`src/source/blimp_defs.svh`:
```
/*
 * Build-wide constants for the blimp core.
 * Include this file wherever the reset PC, data width or opcode values are needed.
 */

`ifndef BLIMP_DEFS_SVH
`define BLIMP_DEFS_SVH

// ---------------------------------------------------------------------
// Core geometry
// ---------------------------------------------------------------------

// First fetch address out of reset
`define BLIMP_RESET_PC 32'h0000_0000

// Register and data bus width
`define BLIMP_XLEN 32

// ---------------------------------------------------------------------
// RV32 major opcodes (inst[6:0])
// ---------------------------------------------------------------------

`define BLIMP_OP_REG   7'b0110011
`define BLIMP_OP_IMM   7'b0010011
`define BLIMP_OP_LOAD  7'b0000011
`define BLIMP_OP_STORE 7'b0100011

`endif

```
`src/source/blimp_pkg.sv`:
```
/*
 * Shared types of the blimp core.
 * Reach them by scoped names, e.g. blimp_pkg::word_t.
 */

`include "blimp_defs.svh"

package blimp_pkg;

  // ---------------------------------------------------------------------
  // Vector types
  // ---------------------------------------------------------------------

  // Data or instruction word
  typedef logic [`BLIMP_XLEN-1:0] word_t;

  // Byte address
  typedef logic [31:0] addr_t;

  // Architectural register index, x0..x31
  typedef logic [4:0] reg_idx_t;

  // ---------------------------------------------------------------------
  // Enums
  // ---------------------------------------------------------------------

  // ALU operation, pass forwards operand b
  typedef enum logic [1:0] {
    ALU_ADD,
    ALU_SUB,
    ALU_AND,
    ALU_PASS
  } alu_op_t;

  // What the memory/writeback stage does with an instruction
  typedef enum logic [1:0] {
    XFER_ALU,
    XFER_LOAD,
    XFER_STORE,
    XFER_NOP
  } xfer_kind_t;

  // APB requester phase
  typedef enum logic [1:0] {
    APB_IDLE,
    APB_SETUP,
    APB_ACCESS
  } apb_state_t;

endpackage

```
`src/source/blimp_ifs.sv`:
```
/*
 * Internal handshake buses of the blimp core.
 * inst_if links fetch to exec, xfer_if links exec to mem/writeback.
 */

// Fetched instruction, valid/ready handshake
interface inst_if;
  logic                val;
  logic                rdy;
  blimp_pkg::addr_t    pc;
  blimp_pkg::word_t    inst;

  modport fetch (output val, pc, inst, input rdy);
  modport exec  (input val, pc, inst, output rdy);
endinterface

// Decoded instruction forward, writeback group backward
interface xfer_if;
  logic                   val;
  logic                   rdy;
  blimp_pkg::xfer_kind_t  kind;
  blimp_pkg::addr_t       pc;
  blimp_pkg::reg_idx_t    rd;
  blimp_pkg::addr_t       addr;
  blimp_pkg::word_t       wdata;
  blimp_pkg::word_t       result;

  // Register file write port
  logic                   wb_en;
  blimp_pkg::reg_idx_t    wb_idx;
  blimp_pkg::word_t       wb_data;

  modport exec (
    output val, kind, pc, rd, addr, wdata, result,
    input  rdy, wb_en, wb_idx, wb_data
  );
  modport mem (
    input  val, kind, pc, rd, addr, wdata, result,
    output rdy, wb_en, wb_idx, wb_data
  );
endinterface

```
`src/source/fetch_unit.sv`:
```
/*
 * Instruction fetch over an APB requester port.
 * Fetches sequentially from the reset PC into a one-entry buffer
 * and offers the buffered instruction on inst_if.
 */

`include "blimp_defs.svh"

module fetch_unit (
  input  logic                clk,
  input  logic                rst_n,

  // Instruction memory APB
  output logic                imem_psel,
  output logic                imem_penable,
  output blimp_pkg::addr_t    imem_paddr,
  input  logic                imem_pready,
  input  blimp_pkg::word_t    imem_prdata,

  inst_if.fetch               inst_bus
);

  blimp_pkg::apb_state_t state;
  blimp_pkg::addr_t      pc_q;

  // One-entry instruction buffer
  logic                  buf_val;
  blimp_pkg::addr_t      buf_pc;
  blimp_pkg::word_t      buf_inst;

  logic take;
  logic done;

  assign take = inst_bus.val & inst_bus.rdy;
  assign done = (state == blimp_pkg::APB_ACCESS) & imem_pready;

  // ---------------------------------------------------------------------
  // APB sequencing
  // ---------------------------------------------------------------------

  always_ff @(posedge clk or negedge rst_n) begin
    if (!rst_n) begin
      state   <= blimp_pkg::APB_IDLE;
      pc_q    <= `BLIMP_RESET_PC;
      buf_val <= 1'b0;
    end else begin
      case (state)
        // Start only when the buffer is, or is about to be, empty
        blimp_pkg::APB_IDLE:  if (!buf_val || take) state <= blimp_pkg::APB_SETUP;
        blimp_pkg::APB_SETUP: state <= blimp_pkg::APB_ACCESS;
        // Buffer is full after this, so back to idle
        blimp_pkg::APB_ACCESS: if (imem_pready) state <= blimp_pkg::APB_IDLE;
        default: state <= blimp_pkg::APB_IDLE;
      endcase

      if (done) begin
        pc_q    <= pc_q + 32'd4;
        buf_val <= 1'b1;
      end else if (take) begin
        buf_val <= 1'b0;
      end
    end
  end

  // Buffer payload
  always_ff @(posedge clk) begin
    if (done) begin
      buf_inst <= imem_prdata;
      buf_pc   <= pc_q;
    end
  end

  assign imem_psel    = (state != blimp_pkg::APB_IDLE);
  assign imem_penable = (state == blimp_pkg::APB_ACCESS);
  assign imem_paddr   = pc_q;

  assign inst_bus.val  = buf_val;
  assign inst_bus.pc   = buf_pc;
  assign inst_bus.inst = buf_inst;

  // Address held across wait states
  assert property (@(posedge clk) disable iff (!rst_n)
    imem_penable && !imem_pready |=> $stable(imem_paddr));

endmodule

```
`src/source/exec_unit.sv`:
```
/*
 * Decode and execute stage with the register file.
 * Takes one instruction from inst_if, registers it decoded, and hands it
 * to mem/writeback on xfer_if. The write port is the xfer_if writeback group.
 */

`include "blimp_defs.svh"

module exec_unit (
  input  logic   clk,
  input  logic   rst_n,
  inst_if.exec   inst_bus,
  xfer_if.exec   xfer_bus
);

  // ---------------------------------------------------------------------
  // Field extraction
  // ---------------------------------------------------------------------

  logic [6:0]            opcode;
  logic [2:0]            funct3;
  logic [6:0]            funct7;
  blimp_pkg::reg_idx_t   rd;
  blimp_pkg::reg_idx_t   rs1;
  blimp_pkg::reg_idx_t   rs2;
  blimp_pkg::word_t      imm_i;
  blimp_pkg::word_t      imm_s;

  assign opcode = inst_bus.inst[6:0];
  assign rd     = inst_bus.inst[11:7];
  assign funct3 = inst_bus.inst[14:12];
  assign rs1    = inst_bus.inst[19:15];
  assign rs2    = inst_bus.inst[24:20];
  assign funct7 = inst_bus.inst[31:25];
  // Sign-extended immediates
  assign imm_i  = {{20{inst_bus.inst[31]}}, inst_bus.inst[31:20]};
  assign imm_s  = {{20{inst_bus.inst[31]}}, inst_bus.inst[31:25], inst_bus.inst[11:7]};

  // ---------------------------------------------------------------------
  // Register file
  // ---------------------------------------------------------------------

  blimp_pkg::word_t regs [32];
  blimp_pkg::word_t rs1_val;
  blimp_pkg::word_t rs2_val;

  // x0 reads as zero
  assign rs1_val = (rs1 == '0) ? '0 : regs[rs1];
  assign rs2_val = (rs2 == '0) ? '0 : regs[rs2];

  always_ff @(posedge clk or negedge rst_n) begin
    if (!rst_n) begin
      for (int i = 0; i < 32; i++) begin
        regs[i] <= '0;
      end
    end else if (xfer_bus.wb_en && xfer_bus.wb_idx != '0) begin
      regs[xfer_bus.wb_idx] <= xfer_bus.wb_data;
    end
  end

  // ---------------------------------------------------------------------
  // Decode and ALU
  // ---------------------------------------------------------------------

  blimp_pkg::xfer_kind_t kind_d;
  blimp_pkg::alu_op_t    alu_op;
  blimp_pkg::word_t      op_b;
  blimp_pkg::word_t      alu_out;

  always_comb begin
    // Unsupported encodings retire as a no-op
    kind_d = blimp_pkg::XFER_NOP;
    alu_op = blimp_pkg::ALU_PASS;
    op_b   = '0;
    case (opcode)
      `BLIMP_OP_REG: begin
        if (funct3 == 3'b000 && funct7 == 7'b0000000) begin
          kind_d = blimp_pkg::XFER_ALU;
          alu_op = blimp_pkg::ALU_ADD;
        end else if (funct3 == 3'b000 && funct7 == 7'b0100000) begin
          kind_d = blimp_pkg::XFER_ALU;
          alu_op = blimp_pkg::ALU_SUB;
        end else if (funct3 == 3'b111 && funct7 == 7'b0000000) begin
          kind_d = blimp_pkg::XFER_ALU;
          alu_op = blimp_pkg::ALU_AND;
        end
        op_b = rs2_val;
      end
      `BLIMP_OP_IMM: if (funct3 == 3'b000) begin
        kind_d = blimp_pkg::XFER_ALU;
        alu_op = blimp_pkg::ALU_ADD;
        op_b   = imm_i;
      end
      // LW and SW only, the ALU forms the effective address
      `BLIMP_OP_LOAD: if (funct3 == 3'b010) begin
        kind_d = blimp_pkg::XFER_LOAD;
        alu_op = blimp_pkg::ALU_ADD;
        op_b   = imm_i;
      end
      `BLIMP_OP_STORE: if (funct3 == 3'b010) begin
        kind_d = blimp_pkg::XFER_STORE;
        alu_op = blimp_pkg::ALU_ADD;
        op_b   = imm_s;
      end
      default: kind_d = blimp_pkg::XFER_NOP;
    endcase
  end

  always_comb begin
    case (alu_op)
      blimp_pkg::ALU_ADD: alu_out = rs1_val + op_b;
      blimp_pkg::ALU_SUB: alu_out = rs1_val - op_b;
      blimp_pkg::ALU_AND: alu_out = rs1_val & op_b;
      default:            alu_out = op_b;
    endcase
  end

  // ---------------------------------------------------------------------
  // Decoded instruction hold
  // ---------------------------------------------------------------------

  logic take;
  logic hold_val;

  // Wait for mem/writeback to drain so operands are current
  assign inst_bus.rdy = !hold_val && xfer_bus.rdy;
  assign take         = inst_bus.val && inst_bus.rdy;

  always_ff @(posedge clk or negedge rst_n) begin
    if (!rst_n) begin
      hold_val <= 1'b0;
    end else if (take) begin
      hold_val <= 1'b1;
    end else if (xfer_bus.rdy) begin
      hold_val <= 1'b0;
    end
  end

  always_ff @(posedge clk) begin
    if (take) begin
      xfer_bus.kind   <= kind_d;
      xfer_bus.pc     <= inst_bus.pc;
      xfer_bus.rd     <= rd;
      xfer_bus.addr   <= alu_out;
      xfer_bus.wdata  <= rs2_val;
      xfer_bus.result <= alu_out;
    end
  end

  assign xfer_bus.val = hold_val;

  // Writeback side must never target x0
  assert property (@(posedge clk) disable iff (!rst_n)
    xfer_bus.wb_en |-> xfer_bus.wb_idx != '0);

endmodule

```
`src/source/mem_wb_unit.sv`:
```
/*
 * Memory access and writeback stage.
 * Runs loads and stores on the data APB port, writes the register file
 * and reports every retired instruction on the trace port.
 */

module mem_wb_unit (
  input  logic                  clk,
  input  logic                  rst_n,
  xfer_if.mem                   xfer_bus,

  // Data memory APB
  output logic                  dmem_psel,
  output logic                  dmem_penable,
  output logic                  dmem_pwrite,
  output blimp_pkg::addr_t      dmem_paddr,
  output blimp_pkg::word_t      dmem_pwdata,
  input  logic                  dmem_pready,
  input  blimp_pkg::word_t      dmem_prdata,

  // Retire trace
  output logic                  trace_val,
  output blimp_pkg::addr_t      trace_pc,
  output blimp_pkg::reg_idx_t   trace_waddr,
  output blimp_pkg::word_t      trace_wdata,
  output logic                  trace_wen
);

  blimp_pkg::apb_state_t state;
  logic                  busy;
  logic                  ret_val;
  logic                  pwrite_q;
  logic                  take;
  logic                  is_mem;
  logic                  is_wr;

  // Held instruction
  blimp_pkg::xfer_kind_t kind_q;
  blimp_pkg::addr_t      pc_q;
  blimp_pkg::reg_idx_t   rd_q;
  blimp_pkg::addr_t      addr_q;
  blimp_pkg::word_t      wdata_q;
  blimp_pkg::word_t      result_q;
  blimp_pkg::word_t      load_q;

  assign xfer_bus.rdy = !busy;
  assign take   = xfer_bus.val && !busy;
  assign is_mem = (xfer_bus.kind == blimp_pkg::XFER_LOAD) ||
                  (xfer_bus.kind == blimp_pkg::XFER_STORE);

  // ---------------------------------------------------------------------
  // Control
  // ---------------------------------------------------------------------

  always_ff @(posedge clk or negedge rst_n) begin
    if (!rst_n) begin
      state    <= blimp_pkg::APB_IDLE;
      busy     <= 1'b0;
      ret_val  <= 1'b0;
      pwrite_q <= 1'b0;
    end else begin
      ret_val <= 1'b0;
      case (state)
        blimp_pkg::APB_IDLE: if (take) begin
          busy <= 1'b1;
          if (is_mem) begin
            state    <= blimp_pkg::APB_SETUP;
            pwrite_q <= (xfer_bus.kind == blimp_pkg::XFER_STORE);
          end else begin
            // ALU and nop retire next cycle
            ret_val <= 1'b1;
          end
        end
        blimp_pkg::APB_SETUP: state <= blimp_pkg::APB_ACCESS;
        blimp_pkg::APB_ACCESS: if (dmem_pready) begin
          state    <= blimp_pkg::APB_IDLE;
          pwrite_q <= 1'b0;
          ret_val  <= 1'b1;
        end
        default: state <= blimp_pkg::APB_IDLE;
      endcase
      if (ret_val) busy <= 1'b0;
    end
  end

  always_ff @(posedge clk) begin
    if (take) begin
      kind_q   <= xfer_bus.kind;
      pc_q     <= xfer_bus.pc;
      rd_q     <= xfer_bus.rd;
      addr_q   <= xfer_bus.addr;
      wdata_q  <= xfer_bus.wdata;
      result_q <= xfer_bus.result;
    end
    if (state == blimp_pkg::APB_ACCESS && dmem_pready) load_q <= dmem_prdata;
  end

  assign dmem_psel    = (state != blimp_pkg::APB_IDLE);
  assign dmem_penable = (state == blimp_pkg::APB_ACCESS);
  assign dmem_pwrite  = pwrite_q;
  assign dmem_paddr   = addr_q;
  assign dmem_pwdata  = wdata_q;

  // ---------------------------------------------------------------------
  // Writeback and trace
  // ---------------------------------------------------------------------

  assign is_wr = (kind_q == blimp_pkg::XFER_ALU) || (kind_q == blimp_pkg::XFER_LOAD);

  assign xfer_bus.wb_en   = ret_val && is_wr && (rd_q != '0);
  assign xfer_bus.wb_idx  = rd_q;
  assign xfer_bus.wb_data = (kind_q == blimp_pkg::XFER_LOAD) ? load_q : result_q;

  assign trace_val   = ret_val;
  assign trace_pc    = pc_q;
  assign trace_waddr = is_wr ? rd_q : '0;
  // Stores and nops report zero
  assign trace_wdata = is_wr ? xfer_bus.wb_data : '0;
  assign trace_wen   = xfer_bus.wb_en;

  // Write strobe belongs to a store in flight
  assert property (@(posedge clk) disable iff (!rst_n)
    dmem_pwrite |-> dmem_psel && kind_q == blimp_pkg::XFER_STORE);

endmodule

```
`src/source/blimp_core.sv`:
```
/*
 * Top level of the blimp RV32 subset core.
 * Two APB requester ports (instruction, data) and a retire trace port.
 */

module blimp_core (
  input  logic                  clk,
  input  logic                  rst_n,

  // Instruction APB, read only
  output logic                  imem_psel,
  output logic                  imem_penable,
  output blimp_pkg::addr_t      imem_paddr,
  input  logic                  imem_pready,
  input  blimp_pkg::word_t      imem_prdata,

  // Data APB
  output logic                  dmem_psel,
  output logic                  dmem_penable,
  output logic                  dmem_pwrite,
  output blimp_pkg::addr_t      dmem_paddr,
  output blimp_pkg::word_t      dmem_pwdata,
  input  logic                  dmem_pready,
  input  blimp_pkg::word_t      dmem_prdata,

  // Retire trace
  output logic                  trace_val,
  output blimp_pkg::addr_t      trace_pc,
  output blimp_pkg::reg_idx_t   trace_waddr,
  output blimp_pkg::word_t      trace_wdata,
  output logic                  trace_wen
);

  inst_if inst_bus ();
  xfer_if xfer_bus ();

  fetch_unit fetch0 (
    .clk          (clk),
    .rst_n        (rst_n),
    .imem_psel    (imem_psel),
    .imem_penable (imem_penable),
    .imem_paddr   (imem_paddr),
    .imem_pready  (imem_pready),
    .imem_prdata  (imem_prdata),
    .inst_bus     (inst_bus.fetch)
  );

  exec_unit exec0 (
    .clk      (clk),
    .rst_n    (rst_n),
    .inst_bus (inst_bus.exec),
    .xfer_bus (xfer_bus.exec)
  );

  mem_wb_unit mem_wb0 (
    .clk          (clk),
    .rst_n        (rst_n),
    .xfer_bus     (xfer_bus.mem),
    .dmem_psel    (dmem_psel),
    .dmem_penable (dmem_penable),
    .dmem_pwrite  (dmem_pwrite),
    .dmem_paddr   (dmem_paddr),
    .dmem_pwdata  (dmem_pwdata),
    .dmem_pready  (dmem_pready),
    .dmem_prdata  (dmem_prdata),
    .trace_val    (trace_val),
    .trace_pc     (trace_pc),
    .trace_waddr  (trace_waddr),
    .trace_wdata  (trace_wdata),
    .trace_wen    (trace_wen)
  );

endmodule

```
`config.mk`:
```
export PLATFORM = sky130hd
export DESIGN_NAME = blimp_core
export DESIGN_NICKNAME = d
export VERILOG_FILES = /design/src/source/blimp_pkg.sv /design/src/source/blimp_ifs.sv /design/src/source/fetch_unit.sv /design/src/source/exec_unit.sv /design/src/source/mem_wb_unit.sv /design/src/source/blimp_core.sv
export VERILOG_INCLUDE_DIRS = /design/src /design/src/source
export SDC_FILE = /design/constraint.sdc
export NUM_CORES = 2
export LEC_CHECK = 0
export BUFFER_PORTS_ARGS = -buffer_cell sky130_fd_sc_hd__buf_2
export CORE_MARGIN = 3
export CORE_UTILIZATION = 40
export CTS_CLUSTER_SIZE = 20
export DETAILED_ROUTE_END_ITERATION = 16
export HOLD_SLACK_MARGIN = 0.08
export SLEW_MARGIN = 30
export SYNTH_ARGS = -nofsm -noshare
export SYNTH_HDL_FRONTEND = slang
export SYNTH_SLANG_ARGS = --single-unit
```
`constraint.sdc`:
```
create_clock -name clk -period 11.93 [get_ports clk]
set_clock_uncertainty 0.1 [all_clocks]
set_input_delay 0.5965 -clock clk [delete_from_list [all_inputs] [get_ports clk]]
set_output_delay 0.5965 -clock clk [all_outputs]
set_load 0.005 [all_outputs]
```
==> qor.txt <==
Drt total wl = 224 mm
Crit-path max FO = 53
CTS max path bufs = 3
Root buffer cell = clkbuf_16
Synth area leader = dfrtp_1
DR vias/cell = 5.94
Port buffer count = 235
RSZ-0062 raised after global routing = false
Hold Fails Final Rpt = 0
Period utilisation layout = 0.635
Yosys cell types = 86
Crit path launch type = register
Mapped Cells = 5665
Core outline area = 165000 um2
# resized after CTS = 0
Worst EP required = 12.35 ns
Largest net degree at the start of global routing = 170
Tot Pwr = 12.6 mW
CTS Buf Count = 145
Most frequent cell after synthesis = dfrtp_1
Clk pin slew, worst setup/hold paths = 0.06 ns
Post-layout min period = 7.57 ns
Initial Utilization = 0.404
Synth top cells by count = dfrtp_1, nand2_1, o21ai_0, mux4_2, clkbuf_1
Slew margin rel. = 0.286
Power Dens Cells = 166 nW/um2
WP buf/inv = 2
Crit-path leading delay family = compound AO/OA/AOI/OAI gates
Residual DRC = 0
GRT overflow = 0
Router iterations before antenna repair = 5
Main synth FF type = dfrtp_1
Pins Over Slew Limit = 0
Max Cap Viol = 0
Post-CTS Setup Inserts = 0
Max VDD drop = 0.000123 V
Endpoints failing setup = 0
Die Ht = 415 um
First-pass GRT wire length = 331 mm
Worst skew pair latency = 0.80 ns
Worst path cell trace = buf_4 > buf_4 > mux4_2 > a22o_1 > a211oi_1 > nor3_1 > nor2_1 > o211ai_1 > or3_4 > and4bb_2 > nor2_1 > xor2_1 > ha_1 > a21o_1 > o41ai_1 > o311a_1 > o31ai_1 > a21oi_1 > o21ai_0 > xnor2_1 > o2bb2ai_1
Hold Crit Class = input pin to register
Setup tns final = 0 ns
Slowest stage delay, CP = 0.86 ns
WL/cell = 28.0 um
Via Count = 47700
Hold buffer count at CTS = 66
Placer congestion estimate = 0.923
F_max = 132 MHz
Row cnt = 149
Die X = 415 um
Register area share after synthesis = 0.531
Final layout net count = 5820
Mean post-synth cell area = 11.8 um2
GRT Util Overall = 0.261
Area contributors post-synth = dfrtp_1, mux4_2, edfxtp_1
Pleak = 31.6 nW
Yosys reg bits = 1359
CP max-delay cell = buf_4
Layout area overhead = 13.8%
Yosys warnings = 0
TritonCTS clock tree = built
Num Clock Sinks = 1359
Critical path endpoint category = register
Share of cells above drive strength 1 = 0.215
Post-synth EDFFs = 296
Yosys top cell area share = 0.398
Async SR Flop Fraction = 0.782
Vias in the first global route = 47100
CTS HTree Levels = 4
Slew at the pin with the worst max-slew slack = 1.07 ns
Detailed placement HPWL = 136 mm
Final ANT Viol Nets = 0
Setup Crit Path Kind = register to register
Post-synthesis instance area = 66800 um2
Initial antenna violation count = 12
Die footprint = 172000 um2
Drt first-iter violations = 5064
Worst Path Arrival = 7.99 ns
Io pins = 240
Status = complete, no violations
-- layout by cell type (no fill, tap or decap), types with 66 or more instances in the layout --
| cell type | instances |
|---|---|
| dlygate4sd3_1 | 66 |
| edfxtp_1 | 296 |
| mux4_2 | 522 |
| mux2i_1 | 146 |
| buf_2 | 234 |
| o21ai_0 | 967 |
| nor2_1 | 247 |
| buf_4 | 116 |
| clkbuf_16 | 146 |
| a21oi_1 | 167 |
| nand2_1 | 1023 |
| dfrtp_1 | 1063 |
-- cell type report --
type | count | area [um2]
Antenna cell | 5 | 12.5
Clock buffer | 197 | 4090
Sequential cell | 1359 | 35500
Timing Repair Buffer | 446 | 3240
Tap cell | 2189 | 2740
Inverter | 18 | 68.8
Multi-Input combinational cell | 3746 | 29500
Clock inverter | 68 | 887
Fill cell | 14900 | 89400
-- per-stage QoR --
step / cells / setup WS (ns) / hold slack, ns / utilization / cell area, um2
after global placement: 7681 / 4.46 / 0.264 / 0.424 / 70100
after detailed placement: 7686 / 4.49 / 0.263 / 0.425 / 70200
after CTS: 8017 / 4.47 / 0.0847 / 0.459 / 75800
final: 8028 / 4.36 / 0.102 / 0.460 / 76000
after floorplan: 5668 / 3.31 / 0.201 / - / 66800
after global routing: 8027 / 3.96 / 0.0831 / 0.460 / 76000
-- worst reg2reg max path, cell delays in order (launching register included) --
cell and delay, ns:
edfxtp_1 0.75, buf_4 0.78, buf_4 0.88, mux4_2 0.46
a22o_1 0.24, a211oi_1 0.43, nor3_1 0.20, nor2_1 0.24
o211ai_1 0.17, or3_4 0.41, and4bb_2 0.35, nor2_1 0.06
xor2_1 0.17, ha_1 0.36, a21o_1 0.24, o41ai_1 0.39
o311a_1 0.32, o31ai_1 0.10, a21oi_1 0.23, o21ai_0 0.15
xnor2_1 0.19, o2bb2ai_1 0.09
-- state kept, by name, summed over array words and instances (netlist names), 2 cells and up --
signal / flops
exec0.xfer_bus.pc: 30
exec0.regs: 1024
mem_wb0.xfer_bus.wb_idx: 5
fetch0.inst_bus.pc: 30
mem_wb0.dmem_pwdata: 32
fetch0.imem_paddr: 30
exec0.xfer_bus.addr: 32
exec0.xfer_bus.wdata: 32
mem_wb0.load_q: 32
mem_wb0.result_q: 32
fetch0.inst_bus.inst: 32
fetch0.state: 2
mem_wb0.trace_pc: 30
exec0.xfer_bus.kind: 2
mem_wb0.state: 2
mem_wb0.kind_q: 2
exec0.xfer_bus.rd: 5
-- cells by family (layout without fill, tap and decap cells) --
family / after synthesis / after routing / share of synthesized area
and+or+nand+nor: 1513 / 1513 / 0.0932
AOI/OAI and AO/OA: 1388 / 1388 / 0.116
DFF: 1359 / 1359 / 0.531
muxes: 717 / 717 / 0.206
buffers and inverters: 563 / 729 / 0.0353
xor gates and xnor gates: 88 / 88 / 0.0115
adders and majority gates: 36 / 36 / 0.00686
other: 1 / 9 / 0.0000561
-- layer usage --
metal  track usage  part of all wire  vias up
li1              -                 -    20800
met2         0.398              0.45     2195
met1         0.360              0.42    24300
met5             0           0.00012        -
met3        0.0570             0.088      452
met4         0.112             0.046        4
-- report_power, final --
| part | switching, mW | internal (mW) |
|---|---|---|
| combinational | 1.42 | 0.956 |
| sequential | 0.298 | 5.22 |
| clock | 1.98 | 2.73 |
-- final timing paths --
| check | end | startpoint | cells after the start | slack (ns) |
|---|---|---|---|---|
| worst max register to register | exec0.xfer_bus.addr[31] | fetch0.inst_bus.inst[21] | 21 | 4.36 |
| worst max-delay path | exec0.xfer_bus.addr[31] | fetch0.inst_bus.inst[21] | 21 | 4.36 |
| min in group asynchronous | exec0.regs[25] | rst_n | 2 | 0.35 |
| worst min register to register | exec0.regs[1007] | exec0.regs[1007] | 0 | 0.28 |
| max in group asynchronous | exec0.regs[403] | rst_n | 5 | 8.72 |
| worst min-delay path | fetch0.inst_bus.inst[22] | imem_prdata[22] | 1 | 0.10 |
No activity file was read; power rests on OpenSTA's default activity.
